<file path="config.mk">
export PLATFORM = sky130hd
export DESIGN_NAME = sdp_rdma_ig
export DESIGN_NICKNAME = d
export VERILOG_FILES = /design/src/common/sdp_rdma_pkg.sv /design/src/design/rdma_stall_cnt.sv /design/src/design/rdma_ig/rdma_req_size.sv /design/src/design/rdma_ig/rdma_cube_walk.sv /design/src/design/rdma_ig/rdma_addr_gen.sv /design/src/design/rdma_ig/sdp_rdma_ig.sv
export SDC_FILE = /design/constraint.sdc
export NUM_CORES = 1
export LEC_CHECK = 0
export ABC_AREA = 0
export BUFFER_PORTS_ARGS = -buffer_cell sky130_fd_sc_hd__buf_2
export CAP_MARGIN = 15
export CORE_MARGIN = 3
export CORE_UTILIZATION = 60
export CTS_CLUSTER_DIAMETER = 40
export DETAILED_ROUTE_END_ITERATION = 12
export PLACE_DENSITY = 0.86
export SYNTH_ARGS = -nofsm -noshare
export SYNTH_HDL_FRONTEND = slang
export SYNTH_SLANG_ARGS = --single-unit
</file>
<file path="constraint.sdc">
create_clock -name nvdla_core_clk -period 8.7 [get_ports nvdla_core_clk]
set_clock_uncertainty 0.15 [all_clocks]
set_input_delay 1.305 -clock nvdla_core_clk [delete_from_list [all_inputs] [get_ports nvdla_core_clk]]
set_output_delay 1.305 -clock nvdla_core_clk [all_outputs]
set_load 0.1 [all_outputs]
</file>
<file path="src/common/sdp_rdma_pkg.sv">
/*
  Shared constants and types for the SDP read-DMA ingress stage.
  Imported by every ingress module that needs the config or CQ entry layout.
*/
package sdp_rdma_pkg;

  // ==============================
  // memory atom geometry
  // ==============================

  // 32-byte memory atom
  localparam int atom_bits    = 5;
  // 16-bit precision packs 16 channels per atom
  localparam int atom_bits_16 = 4;

  // cube dimension fields, minus-one encoded
  localparam int dim_w        = 13;

  // request size in atoms minus one
  localparam int req_size_w   = 15;

  // atom-granular address, stride and low base
  localparam int stride_w     = 32 - atom_bits;

  typedef logic [req_size_w-1:0] req_size_t;

  // processing precision
  typedef enum logic [1:0] {
    prec_int8  = 2'd0,
    prec_int16 = 2'd1,
    prec_fp16  = 2'd2
  } prec_e;

  // ==============================
  // register config
  // ==============================

  // held stable for the whole operation
  typedef struct packed {
    logic [dim_w-1:0]    channel;
    logic [dim_w-1:0]    height;
    logic [dim_w-1:0]    width;
    prec_e               precision;
    // 0 = per kernel, 1 = per element
    logic                data_mode;
    // 0 = one byte per element
    logic                data_size;
    // 2 = both operands
    logic [1:0]          data_use;
    logic [31:0]         base_addr_high;
    logic [stride_w-1:0] base_addr_low;
    logic [stride_w-1:0] line_stride;
    logic [stride_w-1:0] surf_stride;
  } rdma_cfg_t;

  // ==============================
  // context queue
  // ==============================

  // one entry per DMA request, consumed by the egress side
  typedef struct packed {
    logic      cube_end;
    req_size_t size;
  } cq_entry_t;

endpackage

</file>
<file path="src/design/rdma_stall_cnt.sv">
/*
  32-bit performance counter of stalled request cycles.
  Wraps on overflow; clear and count only take effect while enabled.
*/
module rdma_stall_cnt (
  input  logic        nvdla_core_clk,
  input  logic        nvdla_core_rstn,
  input  logic        clr,
  input  logic        en,
  input  logic        stall,
  output logic [31:0] count
);

  logic [31:0] count_q;
  logic [31:0] count_nxt;

  // clear wins over increment
  always_comb begin
    if (clr) begin
      count_nxt = '0;
    end else if (stall) begin
      count_nxt = count_q + 32'd1;
    end else begin
      count_nxt = count_q;
    end
  end

  // frozen while disabled, clear included
  always_ff @(posedge nvdla_core_clk or negedge nvdla_core_rstn) begin
    if (!nvdla_core_rstn) begin
      count_q <= '0;
    end else if (en) begin
      count_q <= count_nxt;
    end
  end

  assign count = count_q;

endmodule

</file>
<file path="src/design/rdma_ig/rdma_req_size.sv">
/*
  Request size calculator for the read-DMA ingress stage.
  Combinational; gives the request size in atoms minus one and the last
  channel-atom index of the cube.
*/
module rdma_req_size (
  input  sdp_rdma_pkg::rdma_cfg_t         cfg,
  output sdp_rdma_pkg::req_size_t         req_size,
  output logic [sdp_rdma_pkg::dim_w-1:0]  surf_last_idx
);
  import sdp_rdma_pkg::*;

  logic      is_int8;
  logic      size_1byte;
  logic      use_both;
  logic      per_kernel;
  logic      pack_1x1;
  logic      straight;
  logic [1:0] k_shift;
  req_size_t  unit_cnt;
  req_size_t  k_minus1;

  // ==============================
  // config decode
  // ==============================

  assign is_int8    = (cfg.precision == prec_int8);
  assign size_1byte = (cfg.data_size == 1'b0);
  assign use_both   = (cfg.data_use == 2'd2);
  assign per_kernel = (cfg.data_mode == 1'b0);
  assign pack_1x1   = (cfg.width == '0) && (cfg.height == '0);

  // one request for the whole surface stack
  assign straight = per_kernel | pack_1x1;

  // channel atoms minus one
  // int8 packs 32 channels per atom, 16-bit types pack 16
  assign surf_last_idx = is_int8 ? (cfg.channel >> atom_bits)
                                 : (cfg.channel >> atom_bits_16);

  // ==============================
  // bytes per element -> atom multiplier
  // ==============================

  // k = 1 << k_shift
  //   int8  1B single  1B/elem  x1
  //   int8  1B both    2B/elem  x2
  //   int8  2B single  2B/elem  x2
  //   int8  2B both    4B/elem  x4
  //   16b   single              x1
  //   16b   both                x2
  always_comb begin
    if (is_int8) begin
      if (use_both) begin
        k_shift = size_1byte ? 2'd1 : 2'd2;
      end else begin
        k_shift = size_1byte ? 2'd0 : 2'd1;
      end
    end else begin
      k_shift = use_both ? 2'd1 : 2'd0;
    end
  end

  // ==============================
  // request size
  // ==============================

  // straight mode scales the channel atoms, line mode scales the width
  assign unit_cnt = straight ? req_size_t'(surf_last_idx) : req_size_t'(cfg.width);

  // low fill for the extra atoms of each element
  assign k_minus1 = (req_size_t'(1) << k_shift) - req_size_t'(1);

  // (n + 1) * k - 1
  assign req_size = (unit_cnt << k_shift) + k_minus1;

endmodule

</file>
<file path="src/design/rdma_ig/rdma_cube_walk.sv">
/*
  Cube walker for the read-DMA ingress stage.
  Tracks the active flag and the channel-atom / line counters, and flags
  the surface and cube boundaries of the current step.
*/
module rdma_cube_walk (
  input  logic                            nvdla_core_clk,
  input  logic                            nvdla_core_rstn,
  input  logic                            op_load,
  input  logic                            accept,
  input  sdp_rdma_pkg::rdma_cfg_t         cfg,
  input  logic [sdp_rdma_pkg::dim_w-1:0]  surf_last_idx,
  output logic                            active,
  output logic                            surf_end,
  output logic                            cube_end
);
  import sdp_rdma_pkg::*;

  logic             per_kernel;
  logic             pack_1x1;
  logic             is_last_c;
  logic             is_last_h;
  logic             op_done;
  logic [dim_w-1:0] count_c;
  logic [dim_w-1:0] count_h;

  // ==============================
  // mode decode
  // ==============================

  assign per_kernel = (cfg.data_mode == 1'b0);
  // 1x1 pack, whole cube in one request
  assign pack_1x1   = (cfg.width == '0) && (cfg.height == '0);

  assign is_last_c = (count_c == surf_last_idx);
  assign is_last_h = (count_h == cfg.height);

  // every step is a full line, so surface end is just the last line
  assign surf_end = pack_1x1 | per_kernel | is_last_h;
  assign cube_end = pack_1x1 | per_kernel | (surf_end & is_last_c);

  assign op_done = accept & cube_end;

  // ==============================
  // active flag
  // ==============================

  always_ff @(posedge nvdla_core_clk or negedge nvdla_core_rstn) begin
    if (!nvdla_core_rstn) begin
      active <= 1'b0;
    end else if (op_load) begin
      active <= 1'b1;
    end else if (op_done) begin
      active <= 1'b0;
    end
  end

  // ==============================
  // counters
  // ==============================

  // channel atoms, outer loop
  always_ff @(posedge nvdla_core_clk or negedge nvdla_core_rstn) begin
    if (!nvdla_core_rstn) begin
      count_c <= '0;
    end else if (accept) begin
      if (cube_end) begin
        count_c <= '0;
      end else if (surf_end) begin
        count_c <= count_c + 1'b1;
      end
    end
  end

  // lines, inner loop
  // wraps at surface end, which also covers cube end
  always_ff @(posedge nvdla_core_clk or negedge nvdla_core_rstn) begin
    if (!nvdla_core_rstn) begin
      count_h <= '0;
    end else if (accept) begin
      if (surf_end) begin
        count_h <= '0;
      end else begin
        count_h <= count_h + 1'b1;
      end
    end
  end

endmodule

</file>
<file path="src/design/rdma_ig/rdma_addr_gen.sv">
/*
  Request address generator for the read-DMA ingress stage.
  Steps line and surface base registers in atom units on each accept.
*/
module rdma_addr_gen #(
  parameter int mem_addr_w = 64
) (
  input  logic                     nvdla_core_clk,
  input  logic                     nvdla_core_rstn,
  input  logic                     op_load,
  input  logic                     accept,
  input  logic                     surf_end,
  input  sdp_rdma_pkg::rdma_cfg_t  cfg,
  output logic [mem_addr_w-1:0]    req_addr
);
  import sdp_rdma_pkg::*;

  // atom-granular address width
  localparam int addr_w = mem_addr_w - atom_bits;

  logic [32+stride_w-1:0] base_full;
  logic [addr_w-1:0]      cfg_base;
  logic [addr_w-1:0]      line_step;
  logic [addr_w-1:0]      surf_step;
  logic [addr_w-1:0]      base_line;
  logic [addr_w-1:0]      base_surf;
  logic [addr_w-1:0]      surf_next;

  // ==============================
  // config address
  // ==============================

  // high word only matters above 32-bit addressing
  // 64-bit takes {high, low}, 32-bit keeps low only
  assign base_full = {cfg.base_addr_high, cfg.base_addr_low};
  assign cfg_base  = base_full[addr_w-1:0];

  // strides are unsigned atom counts
  assign line_step = addr_w'(cfg.line_stride);
  assign surf_step = addr_w'(cfg.surf_stride);

  // start of the next channel-atom surface
  assign surf_next = base_surf + surf_step;

  // ==============================
  // base registers
  // ==============================

  // line base, current request
  always_ff @(posedge nvdla_core_clk or negedge nvdla_core_rstn) begin
    if (!nvdla_core_rstn) begin
      base_line <= '0;
    end else if (op_load) begin
      base_line <= cfg_base;
    end else if (accept) begin
      if (surf_end) begin
        base_line <= surf_next;
      end else begin
        base_line <= base_line + line_step;
      end
    end
  end

  // surface base, first line of current surface
  always_ff @(posedge nvdla_core_clk or negedge nvdla_core_rstn) begin
    if (!nvdla_core_rstn) begin
      base_surf <= '0;
    end else if (op_load) begin
      base_surf <= cfg_base;
    end else if (accept && surf_end) begin
      base_surf <= surf_next;
    end
  end

  // byte address, atom aligned
  assign req_addr = {base_line, {atom_bits{1'b0}}};

endmodule

</file>
<file path="src/design/rdma_ig/sdp_rdma_ig.sv">
/*
  Top of the SDP read-DMA ingress command generator.
  Walks the feature cube after op_load and issues one DMA read plus one
  context-queue entry per step; also keeps the DMA stall counter.
*/
module sdp_rdma_ig #(
  parameter int mem_addr_w = 64
) (
  input  logic                      nvdla_core_clk,
  input  logic                      nvdla_core_rstn,
  input  logic                      op_load,
  input  logic                      op_en,
  input  logic                      perf_dma_en,
  input  sdp_rdma_pkg::rdma_cfg_t   cfg,
  // dma read request
  output logic                      dma_rd_req_vld,
  input  logic                      dma_rd_req_rdy,
  output logic [mem_addr_w-1:0]     dma_rd_req_addr,
  output sdp_rdma_pkg::req_size_t   dma_rd_req_size,
  // context queue push
  output logic                      cq_pvld,
  input  logic                      cq_prdy,
  output sdp_rdma_pkg::cq_entry_t   cq_pd,
  // perf
  output logic [31:0]               rdma_stall
);
  import sdp_rdma_pkg::*;

  logic             active;
  logic             accept;
  logic             surf_end;
  logic             cube_end;
  logic [dim_w-1:0] surf_last_idx;
  req_size_t        req_size;

  // ==============================
  // handshake
  // ==============================

  // each side only sees valid when the other one is ready
  assign dma_rd_req_vld = active & cq_prdy;
  assign cq_pvld        = active & dma_rd_req_rdy;

  // dma and cq take the step in the same cycle
  assign accept = dma_rd_req_vld & dma_rd_req_rdy;

  // request payload
  assign dma_rd_req_size = req_size;

  // cq entry mirrors the request size
  assign cq_pd.cube_end = cube_end;
  assign cq_pd.size     = req_size;

  // ==============================
  // sub-blocks
  // ==============================

  rdma_req_size u_req_size (
    .cfg           (cfg),
    .req_size      (req_size),
    .surf_last_idx (surf_last_idx)
  );

  rdma_cube_walk u_cube_walk (
    .nvdla_core_clk  (nvdla_core_clk),
    .nvdla_core_rstn (nvdla_core_rstn),
    .op_load         (op_load),
    .accept          (accept),
    .cfg             (cfg),
    .surf_last_idx   (surf_last_idx),
    .active          (active),
    .surf_end        (surf_end),
    .cube_end        (cube_end)
  );

  rdma_addr_gen #(
    .mem_addr_w (mem_addr_w)
  ) u_addr_gen (
    .nvdla_core_clk  (nvdla_core_clk),
    .nvdla_core_rstn (nvdla_core_rstn),
    .op_load         (op_load),
    .accept          (accept),
    .surf_end        (surf_end),
    .cfg             (cfg),
    .req_addr        (dma_rd_req_addr)
  );

  // stalled = offered to dma but not taken
  rdma_stall_cnt u_stall_cnt (
    .nvdla_core_clk  (nvdla_core_clk),
    .nvdla_core_rstn (nvdla_core_rstn),
    .clr             (op_load),
    .en              (op_en & perf_dma_en),
    .stall           (dma_rd_req_vld & ~dma_rd_req_rdy),
    .count           (rdma_stall)
  );

endmodule

</file>
==> results of run 1 <==
cells in the final DEF, fill, tap and decap left out, types with 8 or more instances in the layout:
master     Yosys  final
dfrtp_1      177    177
o2111ai_1      8      8
a21o_1        32     32
o211ai_1      23     23
nor2b_1       10      9
or2_2         13     13
xor2_1        70     70
nand2_1      228    227
o221ai_1      11     11
and2_1        14     14
nor2_1       156    155
nand4_1       41     41
o21bai_1      14     14
nand2b_1      20     19
or3_1         20     20
inv_1         60     60
o21ai_1       14     13
o31ai_1       17     17
and4_1         8      8
buf_2         15    282
nor4_1        17     17
o21ai_0      151    151
a2111oi_2      8      8
xnor2_1       93     93
a21oi_1      140    140
o22ai_1        9      9
or4_1         10     10
a21boi_0      10     10
mux2i_1       31     31
a211oi_1      38     38
ha_1          74     74
a31oi_1       11     11
o21a_1        13     13
clkbuf_16      0     17
buf_4         21     19
nand3_1       67     67
mux2_2        11     11
nor3_1        27     27
and3_1        35     34
a22oi_1       13     13
cells by family after synthesis:
kind of cell	synth area share, %
flops	29.25
fa+ha+maj	6.512
simple gates	21.45
buf+inv	5.206
xor+xnor	9.429
compound gates	25.11
mux	3.016
other cells	0.02477
worst max-delay path by stage:
stage                     endpoint  slack, ns  cells after the start
2_1_floorplan  dma_rd_req_size[13]       0.42                     23
6_report       dma_rd_req_size[13]       1.03                     20
5_1_grt                  cq_pd[13]       0.74                     23
3_3_place_gp             cq_pd[14]       1.27                     20
3_5_place_dp             cq_pd[14]       1.22                     20
4_1_cts        dma_rd_req_size[13]       1.21                     20
area by class of cell:
type	instances	area share, %
Inverter	61	1.328
Clock buffer	17	2.467
Clock inverter	15	1.270
Sequential cell	177	25.69
Timing Repair Buffer	302	9.077
Antenna cell	3	0.04354
Multi-Input combinational cell	1549	57.78
Tap cell	324	2.351
power breakdown:
part           internal [W]  switching [W]
combinational      0.000484        0.00149
clock              0.000406       0.000436
sequential         0.000907       0.000114
cells in the mapped netlist, types with 11 or more instances:
master    instances
a31oi_1          11
ha_1             74
o211ai_1         23
a21oi_1         140
o31ai_1          17
nor3_1           27
o221ai_1         11
o21ai_0         151
buf_4            21
nand3_1          67
and3_1           35
buf_2            15
nand4_1          41
and2_1           14
a21o_1           32
a22oi_1          13
nor4_1           17
or3_1            20
a211oi_1         38
inv_1            60
xor2_1           70
nand2b_1         20
nand2_1         228
o21ai_1          14
mux2_2           11
xnor2_1          93
o21bai_1         14
nor2_1          156
or2_2            13
dfrtp_1         177
clkbuf_1         76
o21a_1           13
mux2i_1          31
stage by stage:
stage / util, % / cell area (um2) / cells / hold WS, ns / power (W)
CTS: 70.26 / 17240 / 2445 / 0.3493 / 0.003808
floorplan: - / 15160 / 1908 / 0.2965 / 0.002611
finish: 70.29 / 17240 / 2448 / 0.3533 / 0.003831
global placement: 67.63 / 16590 / 2413 / 0.3154 / 0.002938
detailed placement: 67.63 / 16590 / 2413 / 0.3239 / 0.002966
global route: 70.29 / 17240 / 2448 / 0.3809 / 0.004002
registers in the layout, indices dropped and copies added (netlist names):
name                  flops
u_addr_gen.base_surf     59
u_stall_cnt.count        32
u_cube_walk.count_c      13
u_cube_walk.count_h      13
u_cube_walk.active        1
u_addr_gen.base_line     59
worst min-delay path: cells and delay by family, from the launching register on:
family | cells | cell delay [ns]
AO/OA/AOI/OAI | 1 | 0.07
flip-flops | 1 | 0.36
AND/OR/NAND/NOR | 1 | 0.05
layer usage:
| metal | vias to the layer above | part of all wire (%) | wire length (um) | global-route usage [%] |
|---|---|---|---|---|
| li1 | 7332 | - | - | - |
| met5 | - | 0.067 | 34 | 0 |
| met3 | 183 | 12 | 6006 | 6.847 |
| met2 | 1096 | 44 | 22490 | 57.07 |
| met1 | 7480 | 39 | 19620 | 48.71 |
| met4 | 2 | 4.8 | 2402 | 17.92 |
==> results.sh, run 1 <==
export IMPL_first_global_vias=15030
export IMPL_cts_max_level=4
export IMPL_grt_pass1_wl_um=78380
export IMPL_drt_wl_total_um=50550
export IMPL_worstSetupEndpointType="primary output"
export IMPL_cts_hold_buf=0
export IMPL_drt_iter0_markers=1934
export IMPL_cts_sinks=177
export IMPL_post_cts_buffers=0
export IMPL_max_slew_worst_pin_slew_ns=1.146
export IMPL_crit_reg2reg_launch="u_addr_gen.base_line[0]$_DFFE_PN0P_"
export IMPL_grtUsageTotal_pct=36.53
export IMPL_synth_edf_count=0
export IMPL_row_count=57
export IMPL_cp_startpoint="cfg[113]"
export IMPL_finalWeightedCongestion=1.013
export IMPL_fp_dieArea_um2=27180
export IMPL_r2r_end="u_addr_gen.base_line[40]$_DFFE_PN0P_"
export IMPL_numPortBuffers=284
export IMPL_clockRootBuffer="clkbuf_16"
export IMPL_grt_max_degree=81
export IMPL_critical_path_top_delay_family="compound AO/OA/AOI/OAI gates"
export IMPL_grt_overflow=0
export IMPL_p_leak_nw=7.738
export IMPL_critPathKind="input pin to primary output"
export IMPL_dp_slack_ns=1.216
export IMPL_min_from="u_addr_gen.base_surf[23]$_DFFE_PN0P_"
export IMPL_cp_common_cell="ha_1"
export IMPL_worstSetupStartpointType="input pin"
export IMPL_drive_gt1_share_pct=18.34
export IMPL_firstDrtPassIters=6
export IMPL_syn_area_um2=15140
export IMPL_vias=16093
export IMPL_drv_slew=0
export IMPL_fin_crit_ns=7.673
export IMPL_area_delta_synth_final_pct=13.89
export IMPL_hold_path_class="flip-flop to flip-flop"
export IMPL_ant_nets=0
export IMPL_slew_headroom_pct=23.39
export IMPL_crit_fanout=14
export IMPL_dp_hpwl_um=37040
export IMPL_holdPathStages=2
export IMPL_wl_per_cell_um=20.65
export IMPL_vias_per_cell=6.574
export IMPL_cp_slowest_stage_delay_ns=0.60
export IMPL_rsz0062_at_grt="false"
export IMPL_fin_ws_ns=1.027
export IMPL_outcome="finished clean"
export IMPL_worstPathCellList="buf_2, nor2b_1, ha_1, nand2_1, nand2_1, mux4_2, mux2i_1, ha_1, inv_1, ha_1, nor2b_1, o21ai_0, a21boi_0, o21ai_0, nand2b_1, a21o_1, a41o_1, o41ai_1, xnor2_1, buf_2"
export IMPL_synth_async_reset_ratio_pct=100.0
export IMPL_critPathBufInv=3
export IMPL_die_y_um=164.9
export IMPL_irDropWorstVdd_uv=413.9
export IMPL_die_x_um=164.9
export IMPL_cts_repair_resized=0
export IMPL_pin_count=294
export IMPL_max_freq_mhz=130.3
export IMPL_reg2reg_slack_ns=4.75
export IMPL_antenna_found_initial=3
export IMPL_core_um2=24530
export IMPL_initial_core_util_pct=61.71
export IMPL_clkSlewWorstSetupHoldPaths_ns=0.08
export IMPL_cts_buffers=17
export IMPL_syn_inst=1904
export IMPL_synth_cell_types=83
export IMPL_cp_required_ns=7.24
export IMPL_cts_tree="done"
export IMPL_yosys_area_top_type="dfrtp_1"
export IMPL_n_fill_cell=2050
export IMPL_setup_violations=0
export IMPL_synth_warnings=0
export IMPL_r2r_cells=12
export IMPL_finalCritPeriodShare_pct=88.20
export IMPL_fin_setup_tns_ns=0
export IMPL_clkLatencyLatePin_ns=0.45
export IMPL_netlist_top_cells_area="dfrtp_1 (29%), ha_1 (6.1%), nand2_1 (5.7%), xnor2_1 (5.4%), o21ai_0 (5.0%)"
export IMPL_slowest_stage="mux4_2"
export IMPL_clk_path_buf_depth=2
export IMPL_worstPathArrival_ns=6.22
export IMPL_min_to="u_addr_gen.base_surf[23]$_DFFE_PN0P_"
export IMPL_ys_flop_type="dfrtp_1"
export IMPL_synth_top_cell_area_share_pct=29.25
export IMPL_multi_input_area_um2=9963
export IMPL_power_density_nw_per_um2=222.2
export IMPL_max_cap_violations=0
export IMPL_seq_area_frac_synth_pct=29.25
export IMPL_hold_viol_final=0
export IMPL_drcViolationCount=0
export IMPL_synth_ff_latch_count=177
export IMPL_finalNetCount=2350
export IMPL_seqCellArea_um2=4429
export IMPL_avgSynthCellArea_um2=7.952
No activity file was read; power rests on OpenSTA's default activity.
==> run 2, diff against run 1 <==
- CORE_UTILIZATION: 60 -> 52
- PLACE_DENSITY: 0.86 -> 0.79
- clock period: 8.7 -> 6.8 ns (I/O delays scaled with it)
==> run 2 against run 1 <==
Effect of this change: sequential cell count stayed put; register-to-register slack worse by 2.1 ns; cell area is 2.4% higher; wire length is 3.5% higher; power is 33% higher; core utilization is 7.8 points lower; final cell count is 2.3% higher; die area is 15% higher; hold slack worse by 0.0079 ns; combinational power is 37% higher; critical endpoint is now cq_pd[14].
==> results.sh, run 2 (synthesized netlist as in run 1, its figures left out) <==
export IMPL_die_y_um=176.6
export IMPL_cts_max_level=4
export IMPL_clk_path_buf_depth=2
export IMPL_clockRootBuffer="clkbuf_16"
export IMPL_pin_count=294
export IMPL_crit_fanout=15
export IMPL_final_common_cell="buf_2"
export IMPL_grt_pass1_wl_um=80800
export IMPL_finalNetCount=2355
export IMPL_area_delta_synth_final_pct=16.59
export IMPL_clkLatencyLatePin_ns=0.45
export IMPL_vias=16055
export IMPL_critPathKind="input pin to primary output"
export IMPL_cts_buffers=17
export IMPL_worstSetupEndpointType="primary output"
export IMPL_initial_core_util_pct=53.62
export IMPL_firstDrtPassIters=6
export IMPL_drive_gt1_share_pct=19.19
export IMPL_hold_viol_final=0
export IMPL_reg2reg_slack_ns=2.63
export IMPL_drv_slew=0
export IMPL_vias_per_cell=6.412
export IMPL_slew_headroom_pct=20.99
export IMPL_finalCritPeriodShare_pct=95.68
export IMPL_die_x_um=176.6
export IMPL_drcViolationCount=0
export IMPL_drt_iter0_markers=1552
export IMPL_max_cap_violations=0
export IMPL_ant_nets=0
export IMPL_numPortBuffers=284
export IMPL_dp_slack_ns=0.03684
export IMPL_p_leak_nw=7.870
export IMPL_antenna_found_initial=0
export IMPL_grtUsageTotal_pct=32.41
export IMPL_grt_max_degree=79
export IMPL_final_cell_mix="buf_2 (270), nand2_1 (227), dfrtp_1 (177)"
export IMPL_cts_tree="done"
export IMPL_n_fill_cell=2481
export IMPL_power_density_nw_per_um2=287.6
export IMPL_hold_path_class="flip-flop to flip-flop"
export IMPL_outcome="finished clean"
export IMPL_max_slew_worst_pin_slew_ns=1.174
export IMPL_fin_setup_tns_ns=0
export IMPL_irDropWorstVdd_uv=159.4
export IMPL_grt_overflow=0
export IMPL_clkSlewWorstSetupHoldPaths_ns=0.09
export IMPL_finalPower_w=0.005077
export IMPL_row_count=61
export IMPL_wl_per_cell_um=20.89
export IMPL_cts_sinks=177
export IMPL_max_freq_mhz=153.7
export IMPL_fin_crit_ns=6.506
export IMPL_drt_wl_total_um=52320
export IMPL_cp_required_ns=5.63
export IMPL_core_um2=28240
export IMPL_finalWeightedCongestion=0.9805
export IMPL_fin_ws_ns=0.2941
export IMPL_first_global_vias=15146
export IMPL_dp_hpwl_um=38440
export IMPL_worstPathArrival_ns=5.34
export IMPL_fp_dieArea_um2=31200
export IMPL_worstSetupStartpointType="input pin"
export IMPL_cts_hold_buf=0
export IMPL_setup_violations=0
export IMPL_diodes=0
[run 2: cell types whose count changed in the layout (fill, tap and decap cells not counted), moves of 2 or more]
cell / delta
buf_12: +12
buf_2: -12
buf_4: +4
diode_2: -3
nor2_1: -2
nor2_2: +2
xnor2_1: -4
xnor2_2: +2
xnor2_4: +2
xor2_1: -4
xor2_2: +3
[run 2: cell type report]
cell class                      instances  area (um2)  area share [%]
Clock inverter                         15       216.5           1.226
Clock buffer                           17       425.4           2.410
Multi-Input combinational cell       1549       10090           57.16
Sequential cell                       177        4429           25.09
Tap cell                              378       473.0           2.679
Inverter                               61       229.0           1.297
Timing Repair Buffer                  307        1790           10.14
[run 2: metal layers]
| metal | global-route usage, % | up-vias | wire [um] |
|---|---|---|---|
| li1 | - | 7332 | - |
| met1 | 42.51 | 7582 | 21140 |
| met2 | 51.87 | 952 | 23510 |
| met3 | 6.971 | 189 | 5308 |
| met4 | 13.98 | 0 | 2366 |
| met5 | 0 | - | 0 |
[run 2: stage by stage]
stage | instance area (um2) | cells | hold slack (ns) | util [%]
floorplan | 15260 | 1908 | 0.2965 | -
global placement | 16950 | 2468 | 0.3152 | 60.01
detailed placement | 16950 | 2468 | 0.3272 | 60.01
CTS | 17590 | 2500 | 0.3495 | 62.28
global route | 17650 | 2504 | 0.3819 | 62.51
finish | 17650 | 2504 | 0.3454 | 62.51
[run 2: power by group]
part / total, W / internal [W] / switching, W
clock: 0.00109 / 0.000518 / 0.000568
combinational: 0.00269 / 0.000745 / 0.00195
sequential: 0.00130 / 0.00116 / 0.000141
total: 0.00508 / 0.00242 / 0.00265
[run 2: path summary, 6_finish.rpt]
kind,from,to,depth (start not counted)
setup / recovery,cfg[140],cq_pd[14],21
hold / removal,u_addr_gen.base_surf[14]$_DFFE_PN0P_,u_addr_gen.base_surf[14]$_DFFE_PN0P_,2
setup reg to reg,u_addr_gen.base_line[0]$_DFFE_PN0P_,u_addr_gen.base_line[40]$_DFFE_PN0P_,12
hold reg to reg,u_addr_gen.base_surf[14]$_DFFE_PN0P_,u_addr_gen.base_surf[14]$_DFFE_PN0P_,2
max in group asynchronous,nvdla_core_rstn,u_cube_walk.count_c[6]$_DFFE_PN0P_,2
min in group asynchronous,nvdla_core_rstn,u_addr_gen.base_surf[34]$_DFFE_PN0P_,1
[run 2: timing repair]
action,in CTS,in global routing
endpoints found under the hold margin,0,0
resized for setup,0,5
setup endpoints to repair,0,6
setup buffers,0,2
[run 2: worst max-delay path, cell delays in order]
cell       delay (ns)
buf_2            0.12
nor4_2           0.37
nand3_1          0.18
o21ai_4          0.29
buf_4            0.26
o211ai_1         0.09
o21ai_0          0.14
a2bb2oi_1        0.10
ha_1             0.35
inv_1            0.06
ha_1             0.29
a21o_1           0.16
a21oi_1          0.21
o21ai_0          0.14
a211o_1          0.38
nand3_1          0.12
a31oi_1          0.14
a21o_1           0.23
a21oi_2          0.24
xor2_4           0.23
buf_12           0.20
==> run 3, diff against run 2 <==
- PLACE_DENSITY: 0.79 -> 0.78
- SYNTH_HIERARCHICAL: unset -> 1
==> run 3 against run 2 <==
Effect of this change: final cell count grew 2.0%; largest power group unchanged; sequential power barely moved; global-route usage is 1.3 points lower; critical path depth is 4 lower; die area grew 3.5%; setup slack better by 0.40 ns; wire length fell by 0.25%.
==> results.sh, run 3 <==
export IMPL_outcome="finished clean"
export IMPL_power_density_nw_per_um2=299.8
export IMPL_cts_max_level=4
export IMPL_finalNetCount=2397
export IMPL_cp_required_ns=5.63
export IMPL_power_net_switching_w=0.002798
export IMPL_die_x_um=179.7
export IMPL_row_count=62
export IMPL_combPwrFrac_pct=54.7
export IMPL_grt_overflow=0
export IMPL_p_leak_nw=7.864
export IMPL_dp_hpwl_um=39230
export IMPL_holdPathStages=2
export IMPL_cts_hold_buf=0
export IMPL_synth_warnings=6
export IMPL_internal_power_w=0.002581
export IMPL_cts_sinks=177
export IMPL_syn_area_um2=15690
export IMPL_switching_share_pct=52.02
export IMPL_final_cell_mix="buf_2 (278), nand2_1 (203), dfrtp_1 (177)"
export IMPL_antenna_found_initial=3
export IMPL_first_global_vias=15525
export IMPL_worstPathArrival_ns=4.94
export IMPL_grt_max_degree=74
export IMPL_timing_hold_ws_ns=0.3543
export IMPL_grt_pass1_wl_um=83100
export IMPL_r2r_cells=12
export IMPL_vias_per_cell=6.371
export IMPL_min_from="u_addr_gen/base_surf[22]$_DFFE_PN0P_"
export IMPL_netlist_top_cells_area="dfrtp_1 (28%), ha_1 (5.9%), xnor2_1 (5.6%), nand2_1 (4.9%), o21ai_0 (4.3%)"
export IMPL_seq_area_frac_synth_pct=28.23
export IMPL_irDropWorstVdd_uv=376.2
export IMPL_yosys_cell_count_top_type="nand2_1"
export IMPL_pin_count=294
export IMPL_synth_edf_count=0
export IMPL_cts_buffers=17
export IMPL_synth_async_reset_ratio_pct=100.0
export IMPL_rsz0062_at_grt="false"
export IMPL_drt_iter0_markers=1749
export IMPL_ys_flop_type="dfrtp_1"
export IMPL_initial_core_util_pct=53.65
export IMPL_r2r_end="u_addr_gen/base_line[38]$_DFFE_PN0P_"
export IMPL_worstSetupStartpointType="input pin"
export IMPL_area_delta_synth_final_pct=14.34
export IMPL_ant_nets=0
export IMPL_setup_violations=0
export IMPL_finalWeightedCongestion=0.9915
export IMPL_finalCritPeriodShare_pct=89.80
export IMPL_drv_slew=0
export IMPL_crit_fanout=4
export IMPL_avgSynthCellArea_um2=8.050
export IMPL_synth_cell_types=98
export IMPL_vias=16279
export IMPL_clkSlewWorstSetupHoldPaths_ns=0.07
export IMPL_synth_commonest_cells="nand2_1 (203), dfrtp_1 (177), nor2_1 (164), o21ai_0 (134), a21oi_1 (130)"
export IMPL_reg2reg_slack_ns=2.79
export IMPL_clkLatencyLatePin_ns=0.45
export IMPL_clockRootBuffer="clkbuf_16"
export IMPL_power_frac_seq_pct=24.7
export IMPL_hold_viol_final=0
export IMPL_pwr_share_clk_pct=20.5
export IMPL_min_to="u_addr_gen/base_surf[22]$_DFFE_PN0P_"
export IMPL_core_um2=29250
export IMPL_synth_ff_latch_count=177
export IMPL_slew_headroom_pct=27.77
export IMPL_drive_gt1_share_pct=18.54
export IMPL_fin_crit_ns=6.106
export IMPL_synth_top_cell_area_share_pct=28.23
export IMPL_die_y_um=179.7
export IMPL_n_fill_cell=2668
export IMPL_critPathKind="input pin to primary output"
export IMPL_max_slew_worst_pin_slew_ns=1.076
export IMPL_crit_reg2reg_launch="u_addr_gen/base_line[0]$_DFFE_PN0P_"
export IMPL_numPortBuffers=284
export IMPL_syn_inst=1949
export IMPL_cp_startpoint="cfg[113]"
export IMPL_hold_path_class="flip-flop to flip-flop"
export IMPL_yosys_area_top_type="dfrtp_1"
export IMPL_post_cts_buffers=0
export IMPL_clk_path_buf_depth=2
export IMPL_grtUsageTotal_pct=31.09
export IMPL_cts_tree="done"
export IMPL_fp_dieArea_um2=32290
export IMPL_wl_per_cell_um=20.43
export IMPL_final_common_cell="buf_2"
export IMPL_drt_wl_total_um=52190
export IMPL_max_freq_mhz=163.8
export IMPL_cts_repair_resized=0
export IMPL_drcViolationCount=0
export IMPL_worstSetupEndpointType="primary output"
export IMPL_finalPower_w=0.005379
export IMPL_max_cap_violations=0
export IMPL_firstDrtPassIters=6
==> run 3: layout make-up <==
| class | instances | area, um2 | area share [%] |
|---|---|---|---|
| Clock buffer | 19 | 442.9 | 2.469 |
| Multi-Input combinational cell | 1600 | 10520 | 58.64 |
| Antenna cell | 3 | 7.507 | 0.04185 |
| Timing Repair Buffer | 307 | 1667 | 9.290 |
| Tap cell | 384 | 480.5 | 2.678 |
| Clock inverter | 13 | 197.7 | 1.102 |
| Sequential cell | 177 | 4429 | 24.69 |
| Inverter | 52 | 195.2 | 1.088 |
==> run 3: cell families after synthesis <==
logic type / after synthesis / share of synthesized area, %
xor+xnor: 163 / 9.099
compound gates: 567 / 23.52
other cells: 2 / 0.04786
mux: 68 / 4.689
simple gates: 716 / 22.78
flops: 177 / 28.23
fa+ha+maj: 77 / 6.284
buf+inv: 179 / 5.343
==> run 3: worst max-delay path, cell delays in order <==
cell	delay, ns
buf_2	0.11
nor2b_1	0.24
ha_1	0.31
mux2i_1	0.30
mux4_2	0.54
nand2_1	0.08
ha_1	0.22
inv_1	0.06
ha_1	0.15
inv_1	0.05
fa_1	0.39
nand2b_1	0.18
a21oi_1	0.26
o31ai_1	0.19
o21ai_0	0.32
xor2_2	0.29
buf_12	0.22
==> run 3: stage by stage <==
step	setup TNS (ns)	cell area (um2)	utilization (%)	setup WS [ns]	instances
2_1_floorplan	-0.1484	15780	-	-0.1484	1956
3_3_place_gp	0	17280	59.07	0.6999	2518
3_5_place_dp	0	17290	59.11	0.6796	2519
4_1_cts	0	17930	61.30	0.6698	2551
5_1_grt	0	17940	61.34	0.4001	2555
6_report	0	17940	61.34	0.6937	2555
==> run 3: worst max-delay path by stage <==
stage / end / slack [ns] / cells after the start
6_report: dma_rd_req_size[13] / 0.69 / 17
5_1_grt: cq_pd[12] / 0.40 / 14
4_1_cts: dma_rd_req_size[13] / 0.67 / 17
3_5_place_dp: dma_rd_req_size[13] / 0.68 / 17
3_3_place_gp: cq_pd[13] / 0.70 / 17
2_1_floorplan: cq_pd[11] / -0.15 / 16
==> run 3: power by group through the flow <==
| stage | clock [W] | sequential (W) | combinational (W) |
|---|---|---|---|
| after floorplan | 0 | 0.00169 | 0.00196 |
| after global placement | 0 | 0.00134 | 0.00286 |
| after detailed placement | 0 | 0.00134 | 0.00290 |
| after CTS | 0.00113 | 0.00132 | 0.00291 |
| after global routing | 0.00116 | 0.00135 | 0.00313 |
| final | 0.00110 | 0.00133 | 0.00294 |
==> run 3: layer usage <==
layer,GRT usage [%],share of wire (%),up-vias,wire (um)
li1,-,-,7575,-
met1,43.31,43,7710,22290
met2,49.37,45,897,23620
met3,5.396,9.3,97,4876
met4,10.18,2.7,0,1401
met5,0,0,-,0
